### src/dodge_macros.svh
// Board geometry, playfield limits, screen origin, widths and colors
// for the dodge drawing core

`ifndef DODGE_MACROS_SVH
`define DODGE_MACROS_SVH

// Board size with the wall ring included
`define DODGE_ROWS 14
`define DODGE_COLS 10

// Player limits; player row r sits on board row r+1
`define PLAY_ROW_MAX 11
`define PLAY_COL_MIN 1   // Board column next to the left wall
`define PLAY_COL_MAX 8

// Top-left pixel of the board on the 160x120 screen
`define X_ORIGIN 60
`define Y_ORIGIN 18

`define PIX_X_W 8
`define PIX_Y_W 7
`define COLOR_W 3

`define COLOR_WHITE 7
`define COLOR_BLACK 0

`endif

### src/dodge_pkg.sv
// Shared types of the dodge core with indices, pixel coordinates, color
// and the plotter state and move enums

`include "dodge_macros.svh"

package dodge_pkg;

	typedef logic [3:0] row_idx_t;  // Board row or player row
	typedef logic [3:0] col_idx_t;  // Board column

	typedef logic [`PIX_X_W-1:0] pix_x_t;
	typedef logic [`PIX_Y_W-1:0] pix_y_t;
	typedef logic [`COLOR_W-1:0] color_t;

	// Plotter is either scanning cells or in the one-cycle frame gap
	typedef enum logic {
		plot_scan,
		plot_gap
	} plot_state_t;

	typedef enum logic [2:0] {
		move_none,
		move_up,
		move_down,
		move_left,
		move_right
	} move_t;

endpackage

### src/player_control.sv
// Player movement with key edge detection, priority decode and the
// clamped player position register

`timescale 1ns/1ps
`include "dodge_macros.svh"

module player_control (
	input  logic                clk,
	input  logic                reset,
	input  logic                key_up,
	input  logic                key_down,
	input  logic                key_left,
	input  logic                key_right,
	output dodge_pkg::row_idx_t player_row,
	output dodge_pkg::col_idx_t player_col
);
	import dodge_pkg::*;

	logic [3:0] key_now;   // Ordered up, down, left, right from the MSB
	logic [3:0] key_prev;
	logic [3:0] key_rise;
	move_t      move;

	assign key_now  = {key_up, key_down, key_left, key_right};
	assign key_rise = key_now & ~key_prev;

	// Held high in reset so a key held through reset does not count
	always_ff @(posedge clk) begin
		if (reset)
			key_prev <= '1;
		else
			key_prev <= key_now;
	end

	// Only the highest priority rising key acts
	always_comb begin
		if (key_rise[3])
			move = move_up;
		else if (key_rise[2])
			move = move_down;
		else if (key_rise[1])
			move = move_left;
		else if (key_rise[0])
			move = move_right;
		else
			move = move_none;
	end

	always_ff @(posedge clk) begin
		if (reset) begin
			player_row <= '0;
			player_col <= col_idx_t'(`PLAY_COL_MIN);  // First column inside the wall
		end else begin
			case (move)
				move_up: begin
					if (player_row != '0)
						player_row <= player_row - 4'd1;
				end
				move_down: begin
					if (player_row != row_idx_t'(`PLAY_ROW_MAX))
						player_row <= player_row + 4'd1;
				end
				move_left: begin
					if (player_col != col_idx_t'(`PLAY_COL_MIN))
						player_col <= player_col - 4'd1;
				end
				move_right: begin
					if (player_col != col_idx_t'(`PLAY_COL_MAX))
						player_col <= player_col + 4'd1;
				end
				default: ;
			endcase
		end
	end

endmodule

### src/board_map.sv
// Board layout of the wall ring and the player cell for the cell
// that the plotter is scanning

`timescale 1ns/1ps
`include "dodge_macros.svh"

module board_map (
	input  dodge_pkg::row_idx_t player_row,
	input  dodge_pkg::col_idx_t player_col,
	input  dodge_pkg::row_idx_t scan_row,
	input  dodge_pkg::col_idx_t scan_col,
	output logic                cell_lit
);
	import dodge_pkg::*;

	logic     on_wall;
	logic     on_player;
	row_idx_t player_board_row;

	// Player rows start one below the top wall
	assign player_board_row = player_row + 4'd1;

	// Outer ring of the 14 by 10 board
	assign on_wall = (scan_row == '0)
		|| (scan_row == row_idx_t'(`DODGE_ROWS - 1))
		|| (scan_col == '0)
		|| (scan_col == col_idx_t'(`DODGE_COLS - 1));

	assign on_player = (scan_row == player_board_row) && (scan_col == player_col);

	assign cell_lit = on_wall || on_player;  // Lit cells are drawn white

endmodule

### src/square_plotter.sv
// Continuous board scanner that draws every cell as a 2 by 2 square
// with one registered pixel per clock and a one-cycle gap between frames

`timescale 1ns/1ps
`include "dodge_macros.svh"

module square_plotter (
	input  logic                clk,
	input  logic                reset,
	input  logic                cell_lit,
	output dodge_pkg::row_idx_t scan_row,
	output dodge_pkg::col_idx_t scan_col,
	output dodge_pkg::pix_x_t   pixel_x,
	output dodge_pkg::pix_y_t   pixel_y,
	output dodge_pkg::color_t   pixel_color,
	output logic                plot
);
	import dodge_pkg::*;

	plot_state_t state;
	logic [1:0]  sub;       // Bit 0 is dx, bit 1 is dy inside the square
	logic        last_sub;
	logic        last_col;
	logic        last_row;

	assign last_sub = (sub == 2'd3);
	assign last_col = (scan_col == col_idx_t'(`DODGE_COLS - 1));
	assign last_row = (scan_row == row_idx_t'(`DODGE_ROWS - 1));

	// Scan order is row, then column, then the four pixels of the square
	always_ff @(posedge clk) begin
		if (reset) begin
			state    <= plot_scan;
			scan_row <= '0;
			scan_col <= '0;
			sub      <= '0;
			plot     <= 1'b0;
		end else begin
			case (state)
				plot_scan: begin
					plot <= 1'b1;
					sub  <= sub + 2'd1;
					if (last_sub) begin
						if (last_col) begin
							scan_col <= '0;
							if (last_row) begin
								// Pause for one cycle after the whole board
								scan_row <= '0;
								state    <= plot_gap;
							end else begin
								scan_row <= scan_row + 4'd1;
							end
						end else begin
							scan_col <= scan_col + 4'd1;
						end
					end
				end

				plot_gap: begin
					plot  <= 1'b0;  // Counters already back at the first cell
					state <= plot_scan;
				end

				default: begin
					plot  <= 1'b0;
					state <= plot_scan;
				end
			endcase
		end
	end

	// Pixel payload follows the counters every cycle and is only valid with plot
	// Concatenating the index with the sub bit gives 2*index + offset
	always_ff @(posedge clk) begin
		pixel_x     <= pix_x_t'(`X_ORIGIN) + pix_x_t'({scan_col, sub[0]});
		pixel_y     <= pix_y_t'(`Y_ORIGIN) + pix_y_t'({scan_row, sub[1]});
		pixel_color <= cell_lit ? color_t'(`COLOR_WHITE) : color_t'(`COLOR_BLACK);
	end

endmodule

### src/dodge_top.sv
// Top level of the dodge drawing core wiring the player control,
// the board map and the square plotter

`timescale 1ns/1ps

module dodge_top (
	input  logic                clk,
	input  logic                reset,
	input  logic                key_up,
	input  logic                key_down,
	input  logic                key_left,
	input  logic                key_right,
	output dodge_pkg::pix_x_t   pixel_x,
	output dodge_pkg::pix_y_t   pixel_y,
	output dodge_pkg::color_t   pixel_color,
	output logic                plot,
	output dodge_pkg::row_idx_t player_row,
	output dodge_pkg::col_idx_t player_col
);
	import dodge_pkg::*;

	row_idx_t scan_row;
	col_idx_t scan_col;
	logic     cell_lit;  // Combinational answer for the cell being scanned

	player_control u_control (
		.clk        (clk),
		.reset      (reset),
		.key_up     (key_up),
		.key_down   (key_down),
		.key_left   (key_left),
		.key_right  (key_right),
		.player_row (player_row),
		.player_col (player_col)
	);

	board_map u_map (
		.player_row (player_row),
		.player_col (player_col),
		.scan_row   (scan_row),
		.scan_col   (scan_col),
		.cell_lit   (cell_lit)
	);

	square_plotter u_plotter (
		.clk         (clk),
		.reset       (reset),
		.cell_lit    (cell_lit),
		.scan_row    (scan_row),
		.scan_col    (scan_col),
		.pixel_x     (pixel_x),
		.pixel_y     (pixel_y),
		.pixel_color (pixel_color),
		.plot        (plot)
	);

endmodule

### config.mk
export PLATFORM = sky130hd
export DESIGN_NAME = dodge_top
export DESIGN_NICKNAME = d
export VERILOG_FILES = /design/src/dodge_pkg.sv /design/src/player_control.sv /design/src/board_map.sv /design/src/square_plotter.sv /design/src/dodge_top.sv
export VERILOG_INCLUDE_DIRS = /design/src /design/src/src
export SDC_FILE = /design/constraint.sdc
export NUM_CORES = 1
export LEC_CHECK = 0
export BUFFER_PORTS_ARGS = -buffer_cell sky130_fd_sc_hd__buf_2
export CAP_MARGIN = 10
export CELL_PAD_IN_SITES_DETAIL_PLACEMENT = 1
export CELL_PAD_IN_SITES_GLOBAL_PLACEMENT = 2
export CORE_UTILIZATION = 25
export CTS_CLUSTER_SIZE = 12
export DETAILED_ROUTE_END_ITERATION = 12
export PLACE_DENSITY = 0.57
export SYNTH_ARGS = -nofsm -noshare
export SYNTH_HDL_FRONTEND = slang
export SYNTH_HIERARCHICAL = 1
export SYNTH_SLANG_ARGS = --single-unit
### constraint.sdc
create_clock -name clk -period 5.6 [get_ports clk]
set_input_delay 1.12 -clock clk [delete_from_list [all_inputs] [get_ports clk]]
set_output_delay 1.12 -clock clk [all_outputs]
set_load 0.03 [all_outputs]
# Yosys cells after proc, flatten, opt, wreduce, memory -nomap -nowiden
# Cells that the tools add are included.
# classes
mux,18
n_reduce_logical,14
n_bitwise,3
n_eq_ne,16
add_sub_neg,9
# ops
op,n
4-bit two-way mux,6
4-bit by 1-bit adder with 4-bit output (second input constant),4
4-bit one-hot mux with 2 select lines,2
3-bit two-way mux,5
3-bit AND reduction,3
4-bit equality test,2
4-bit equality test (second input constant),2
4-bit logical NOT,2
2-bit by 1-bit != test with 1-bit output (second input constant),4
4-bit != test (second input constant),2
4-bit by 1-bit subtractor with 4-bit output (second input constant),2
6-bit by 5-bit adder with 7-bit output (first input constant),1
5-bit by 5-bit adder with 6-bit output (first input constant),1
3-bit by 2-bit equality test with 1-bit output (second input constant),2
4-bit AND,1
1-bit logical OR,4
4-bit by 1-bit != test with 1-bit output (second input constant),1
4-bit NOT,1
1-bit one-hot mux with 2 select lines,2
2-bit nonzero test,2
4-bit nonzero test,1
3-bit by 1-bit equality test with 1-bit output (second input constant),1
3-bit equality test (second input constant),1
1-bit two-way mux,3
other kinds (5),5
# totals
reg_bits,42
in_bits,6
out_inout_bits,27
wordCells,71

# Logic depth before layout (Yosys ltp)
# Gate-level depths: netlist (run 1).
# logic_depth
depth_word,9
ltp_mapped,8

# Modules after synthesis
# Netlist (run 1), hierarchy kept.
# modules_own_cells
module,instances,area_per_inst_um2,cells_each
square_plotter,1,942.2,92
player_control,1,695.7,71
board_map,1,157.7,21

# Least setup slack after synthesis (run 1)
# No wires, ideal clock.
# synth_timing
path_kind,input to register
start,input key_up
end,register u_control.player_row[3]
t_required_ps,5471
cell_stages,8
arrival_time_ps,2426
path_slack_ps,3045
cell_sequence,nor2b_4 nand2b_1 ha_1 a21o_1 a21oi_1 xnor2_1 a21o_1 a21oi_1
# synth_via
elab_chain_cells,5
word_cells_on_any_way,9
# synth_rtl
item,line,source
"start, declared",dodge_top.sv:9,"input logic key_up,"
4-bit AND *,player_control.sv:25,assign key_rise = key_now & ~key_prev;
3-bit two-way mux *,player_control.sv:37,if (key_rise[3])
3-bit by 2-bit equality test with 1-bit output / 3-bit by 1-bit equality test with 1-bit output (equally long branches),player_control.sv:54,case (move)
2-bit by 1-bit != test with 1-bit output (no line) / 2-bit nonzero test (equally long branches),--,
3-bit AND reduction (no line),--,
"end signal, assigned",player_control.sv:57,player_row <= player_row - 4'd1;
"end signal, assigned",player_control.sv:61,player_row <= player_row + 4'd1;
"end, declared",player_control.sv:14,"output dodge_pkg::row_idx_t player_row,"
# Mark *: on every way between the ends. The rest lies on a longest branch, timed or not.
# A chain may end at the register's enable or synchronous reset.

# Worst setup path after layout (run 1)
# Same ends and word-level chain as after synthesis.

==> results of run 1 <==
Yosys cell counts (all sizes together) (2+ instances only):
master  instances
dfxtp          38
inv            15
ha             13
nor2           13
a21oi          12
xnor2          12
xor2            9
buf             6
nand3           5
nor2b           5
o21ai           5
or2             5
or4             5
mux2i           4
nand2           3
nand2b          3
nor3            3
nor4            3
or3             3
a21o            2
clkbuf          2
nand4b          2
o31ai           2
power breakdown:
group | total, W | internal [W] | switching, W
clock | 0.000196 | 0.0000994 | 0.0000969
sequential | 0.000292 | 0.000280 | 0.0000120
combinational | 0.0000716 | 0.0000289 | 0.0000427
total | 0.000560 | 0.000408 | 0.000152
metal layers:
metal / GRT usage (%) / routed length [um]
met1: 14.2 / 1880
met2: 17.6 / 1780
met3: 2.95 / 132
met4: 3.64 / 47
met5: 0 / 0
logic make-up (layout without fill, tap and decap cells):
| kind of cell | after synthesis | in the layout | share of synthesized area [%] |
|---|---|---|---|
| XOR/XNOR | 21 | 21 | 10.2 |
| multiplexers | 5 | 5 | 2.86 |
| flip-flops | 38 | 38 | 42.4 |
| adder cells (fa/ha/maj) | 14 | 14 | 10.2 |
| AND/OR/NAND/NOR | 55 | 55 | 19.1 |
| buffers and inverters | 23 | 53 | 5.71 |
| other | 1 | 2 | 0.209 |
| AO/OA/AOI/OAI | 27 | 27 | 9.34 |
worst max-delay path: stages:
cell and delay [ns]:
buf_2 0.09, nor2b_4 0.18, nand2b_1 0.27, ha_1 0.28
a21o_1 0.18, a21oi_1 0.17, xnor2_1 0.17, nand3_1 0.11
a21oi_1 0.16
per-stage QoR:
stage | setup WS [ns] | cell area (um2) | hold slack (ns)
6_report | 3.08 | 2110 | 0.378
5_1_grt | 3.00 | 2110 | 0.390
4_1_cts | 3.08 | 2110 | 0.382
3_5_place_dp | 2.77 | 2020 | 0.371
3_3_place_gp | 2.88 | 2020 | 0.360
2_1_floorplan | 3.05 | 1800 | 0.354
how the worst min path moves through the flow:
stage / endpoint / slack [ns] / depth (start not counted) / start
after floorplan: u_plotter/pixel_y[0] / 0.35 / 0 / u_plotter/sub[1]
after global placement: u_plotter/pixel_y[0] / 0.36 / 0 / u_plotter/sub[1]
after detailed placement: u_plotter/pixel_y[0] / 0.37 / 0 / u_plotter/sub[1]
after CTS: u_plotter/pixel_y[0] / 0.38 / 0 / u_plotter/sub[1]
after global routing: u_plotter/pixel_y[0] / 0.39 / 0 / u_plotter/sub[1]
final: u_plotter/pixel_y[0] / 0.38 / 0 / u_plotter/sub[1]
flip-flops by register name, summed over array words and instances, names as in the netlist:
name	flops
u_control/key_prev	4
u_plotter/sub	2
u_plotter/state	1
u_plotter/pixel_x	7
u_control/player_row	4
u_plotter/pixel_color	1
u_plotter/scan_col	4
u_plotter/plot	1
u_plotter/scan_row	4
u_plotter/pixel_y	6
u_control/player_col	4
final cells by class:
type	instances	area, um2
clock buffers	7	86.3
clock inverters	1	5.00
fillers	823	4750
inverters	15	56.3
multi-input cells	124	936
flip-flops and latches	38	761
well taps	96	120
repair buffers	30	150
==> impl_metrics.env, run 1 <==
export IMPL_status="complete, no violations"
export IMPL_drc=0
export IMPL_detail_route_first_pass_iterations=2
export IMPL_finalHoldViolCount=0
export IMPL_crit_path_end_kind="flip-flop"
export IMPL_cts_resized=0
export IMPL_gr_total_overflow=0
export IMPL_fin_nets=234
export IMPL_place_congestion=0.702
export IMPL_syn_inst=184
export IMPL_rsz0062_at_grt="no"
export IMPL_core_mm2=0.00687
export IMPL_wl_per_cell_um=12.3
export IMPL_stdcell_count=311
export IMPL_power_w=0.000560
export IMPL_postCtsHoldBufs=0
export IMPL_area_growth_pct=17.8
export IMPL_required_ns=5.81
export IMPL_grt_max_degree=27
export IMPL_dr_total_vias=1344
export IMPL_fin_skew_ns=0.00362
export IMPL_synth_top_cell_by_area="dfxtp_1"
export IMPL_r2r_end="u_control/player_col[3]"
export IMPL_r2r_slack_ns=3.65
export IMPL_drt_total_wl_um=3830
export IMPL_critPathMaxFanout=5
export IMPL_post_cts_setup_buffers=0
export IMPL_cts_tree="built"
export IMPL_clk_pin_slew_worst_paths_ns=0.08
export IMPL_drv_slew=0
export IMPL_viasPerCell=4.32
export IMPL_drive_above_1_share_pct=20.0
export IMPL_cp_endpoint="u_control/player_row[3]"
export IMPL_synth_top_cell_area_share_pct=42.4
export IMPL_cp_arrival_ns=2.74
export IMPL_layout_commonest_cell="dfxtp_1"
export IMPL_synthArstFlopShare_pct=0
export IMPL_rr_startpoint="u_control/player_col[0]"
export IMPL_finalCritPeriodShare_pct=45.0
export IMPL_min_period_ns=2.52
export IMPL_cp_start_kind="input pin"
export IMPL_power_leakage_nw=0.883
export IMPL_clock_sinks=38
export IMPL_antenna_cells=0
export IMPL_ys_seq_area_share_pct=42.4
export IMPL_ir_drop_v=0.0000636
export IMPL_initial_core_util_pct=26.1
export IMPL_rows=30
export IMPL_synth_area_mm2=0.00180
export IMPL_grt_pass1_wl_um=6420
export IMPL_critPathKind="input pin to flip-flop"
export IMPL_drt_iter0_drc=38
export IMPL_clock_latency_ns=0.29
export IMPL_r2r_cells=6
export IMPL_antenna_found_initial=0
export IMPL_synth_cell_types=44
export IMPL_dieArea_mm2=0.00752
export IMPL_numPortBuffers=30
export IMPL_powerDensity_mw_per_mm2=265
export IMPL_avgSynthCellArea_um2=9.76
export IMPL_die_h_um=86.7
export IMPL_layout_common_cells="dfxtp_1, buf_2, inv_1"
export IMPL_h_tree_depth=2
export IMPL_finalSetupViolCount=0
export IMPL_place_hpwl_um=2720
export IMPL_cap_violations=0
export IMPL_worst_hold_path_type="flip-flop to flip-flop"
export IMPL_ant_nets=0
export IMPL_fp_dieW_um=86.7
export IMPL_placed_cells=303
export IMPL_clock_fmax_mhz=396
export IMPL_synth_area_top_cells="dfxtp_1, ha_1, xnor2_1, xor2_1, inv_1"
export IMPL_clock_path_buffers=2
export IMPL_root_buffer="clkbuf_8"
export IMPL_numCtsBuffers=5
export IMPL_ys_ff_latch=38
export IMPL_startpoint="key_up"
export IMPL_grt_use_total_pct=11.0
export IMPL_io_pins=33
export IMPL_ys_flop_type="dfxtp_1"
export IMPL_synth_edf_count=0
export IMPL_yosysWarnings=6
export IMPL_utilization_pct=30.8
export IMPL_grt_pass1_vias=1326
export IMPL_tns_ns=0
Power figures use the tool's default switching activity.
==> run 2, diff against run 1 <==
Clock period 5.6 ns to 2.6 ns, I/O delays scaled along.
==> impl_metrics.env, run 2 (same netlist as run 1, synthesis figures left out) <==
export IMPL_drive_above_1_share_pct=20.8
export IMPL_power_leakage_nw=0.887
export IMPL_antenna_found_initial=0
export IMPL_gr_usage_met2_pct=17.4
export IMPL_viasPerCell=4.38
export IMPL_crit_path_end_kind="flip-flop"
export IMPL_min_period_ns=1.93
export IMPL_top_regs="u_plotter/pixel_x: 7 flops, u_plotter/pixel_y: 6 flops"
export IMPL_detail_route_first_pass_iterations=4
export IMPL_stdcell_count=312
export IMPL_seqPwrFrac_pct=51.3
export IMPL_drt_total_wl_um=3900
export IMPL_powerDensity_mw_per_mm2=571
export IMPL_area_growth_pct=18.4
export IMPL_placed_cells=304
export IMPL_critPathKind="flip-flop to flip-flop"
export IMPL_rows=30
export IMPL_layout_commonest_cell="dfxtp_1"
export IMPL_cp_arrival_ns=2.11
export IMPL_finalSetupViolCount=0
export IMPL_core_mm2=0.00687
export IMPL_cap_violations=0
export IMPL_h_tree_depth=2
export IMPL_rsz0062_at_grt="no"
export IMPL_clock_fmax_mhz=518
export IMPL_largest_register_ffs=7
export IMPL_drt_iter0_drc=39
export IMPL_grt_pass1_vias=1360
export IMPL_drv_slew=0
export IMPL_grt_max_degree=27
export IMPL_worst_hold_path_type="flip-flop to flip-flop"
export IMPL_power_switching_share_pct=27.5
export IMPL_worst_pin_slew_ns=0.507
export IMPL_grt_pass1_wl_um=6560
export IMPL_p_comb_share_pct=13.4
export IMPL_postCtsHoldBufs=0
export IMPL_grt_busiest_layer="met2"
export IMPL_clock_path_buffers=2
export IMPL_fin_worst_hold_slack_ns=0.381
export IMPL_ir_drop_v=0.000155
export IMPL_status="complete, no violations"
export IMPL_fin_skew_ns=0.00421
export IMPL_cts_resized=0
export IMPL_met1_usage_pct=14.9
export IMPL_numCtsBuffers=5
export IMPL_grtUsageMet3_pct=3.05
export IMPL_fp_dieW_um=86.7
export IMPL_antenna_cells=0
export IMPL_dr_total_vias=1366
export IMPL_cp_start_kind="flip-flop"
export IMPL_p_int_w=0.000880
export IMPL_root_buffer="clkbuf_8"
export IMPL_clock_sinks=38
export IMPL_utilization_pct=30.9
export IMPL_tns_ns=0
export IMPL_fin_ws_ns=0.670
export IMPL_clock_latency_ns=0.29
export IMPL_pwr_share_clk_pct=35.3
export IMPL_dieArea_mm2=0.00752
export IMPL_gr_total_overflow=0
export IMPL_clk_pin_slew_worst_paths_ns=0.07
export IMPL_layout_common_cells="dfxtp_1, buf_2, inv_1"
export IMPL_die_h_um=86.7
export IMPL_pre_cts_ws_ns=0.378
export IMPL_numPortBuffers=30
export IMPL_initial_core_util_pct=26.1
export IMPL_place_hpwl_um=2750
export IMPL_critPathMaxFanout=7
export IMPL_regMostFlops="u_plotter/pixel_x"
export IMPL_required_ns=2.78
export IMPL_cts_tree="built"
export IMPL_ant_nets=0
export IMPL_place_congestion=0.701
export IMPL_power_switching_w=0.000334
export IMPL_fin_nets=235
export IMPL_wl_per_cell_um=12.5
export IMPL_grt_use_total_pct=11.5
export IMPL_post_cts_setup_buffers=0
export IMPL_finalHoldViolCount=0
export IMPL_io_pins=33
export IMPL_finalCritPeriodShare_pct=74.2
export IMPL_drc=0
export IMPL_max_slew_margin_pct=66.2
==> run 2: cell count changes in the layout (fill, tap and decap cells not counted), sizes merged <==
cell      previous run  this run
clkbuf               7         6
buf                 30        31
clkinvlp             0         1
==> run 2: worst max-delay path, stage by stage (launching register included) <==
cell and delay, ns:
dfxtp_1 0.46, inv_1 0.13, ha_1 0.21, a311oi_1 0.27, o21ai_1 0.23, a21oi_1 0.19
mux2_1 0.33
==> run 2: power groups by stage <==
stage / Sequential, W / Clock (W) / Combinational [W]
2_1_floorplan: 0.000663 / 0 / 0.0000937
3_3_place_gp: 0.000636 / 0 / 0.000157
3_5_place_dp: 0.000638 / 0 / 0.000164
4_1_cts: 0.000624 / 0.000456 / 0.000165
5_1_grt: 0.000627 / 0.000484 / 0.000180
6_report: 0.000623 / 0.000428 / 0.000163
==> run 2: per-stage QoR <==
step           power [W]  instance area, um2
6_report         0.00121                2130
5_1_grt          0.00129                2130
4_1_cts          0.00125                2130
3_5_place_dp    0.000802                2030
3_3_place_gp    0.000793                2030
2_1_floorplan   0.000757                1800
==> run 2: routing by layer <==
| metal | up-vias | wire (um) |
|---|---|---|
| met5 | - | 0 |
| met4 | 0 | 76 |
| met3 | 7 | 125 |
| met2 | 24 | 1820 |
| met1 | 657 | 1880 |
| li1 | 678 | - |
==> run 2: path summary, 6_finish.rpt <==
path	start	slack, ns	cells after the start	endpoint
max	u_control/player_col[0]	0.67	6	u_control/player_col[3]
min	u_plotter/sub[1]	0.38	0	u_plotter/pixel_y[0]
max reg2reg	u_control/player_col[0]	0.67	6	u_control/player_col[3]
min reg2reg	u_plotter/sub[1]	0.38	0	u_plotter/pixel_y[0]
==> run 2: layout make-up <==
| cell class | count | area [um2] |
|---|---|---|
| Timing Repair Buffer | 31 | 158 |
| Sequential cell | 38 | 761 |
| Tap cell | 96 | 120 |
| Clock buffer | 6 | 82.6 |
| Inverter | 15 | 56.3 |
| Clock inverter | 2 | 12.5 |
| Fill cell | 825 | 4740 |
| Multi-Input combinational cell | 124 | 936 |
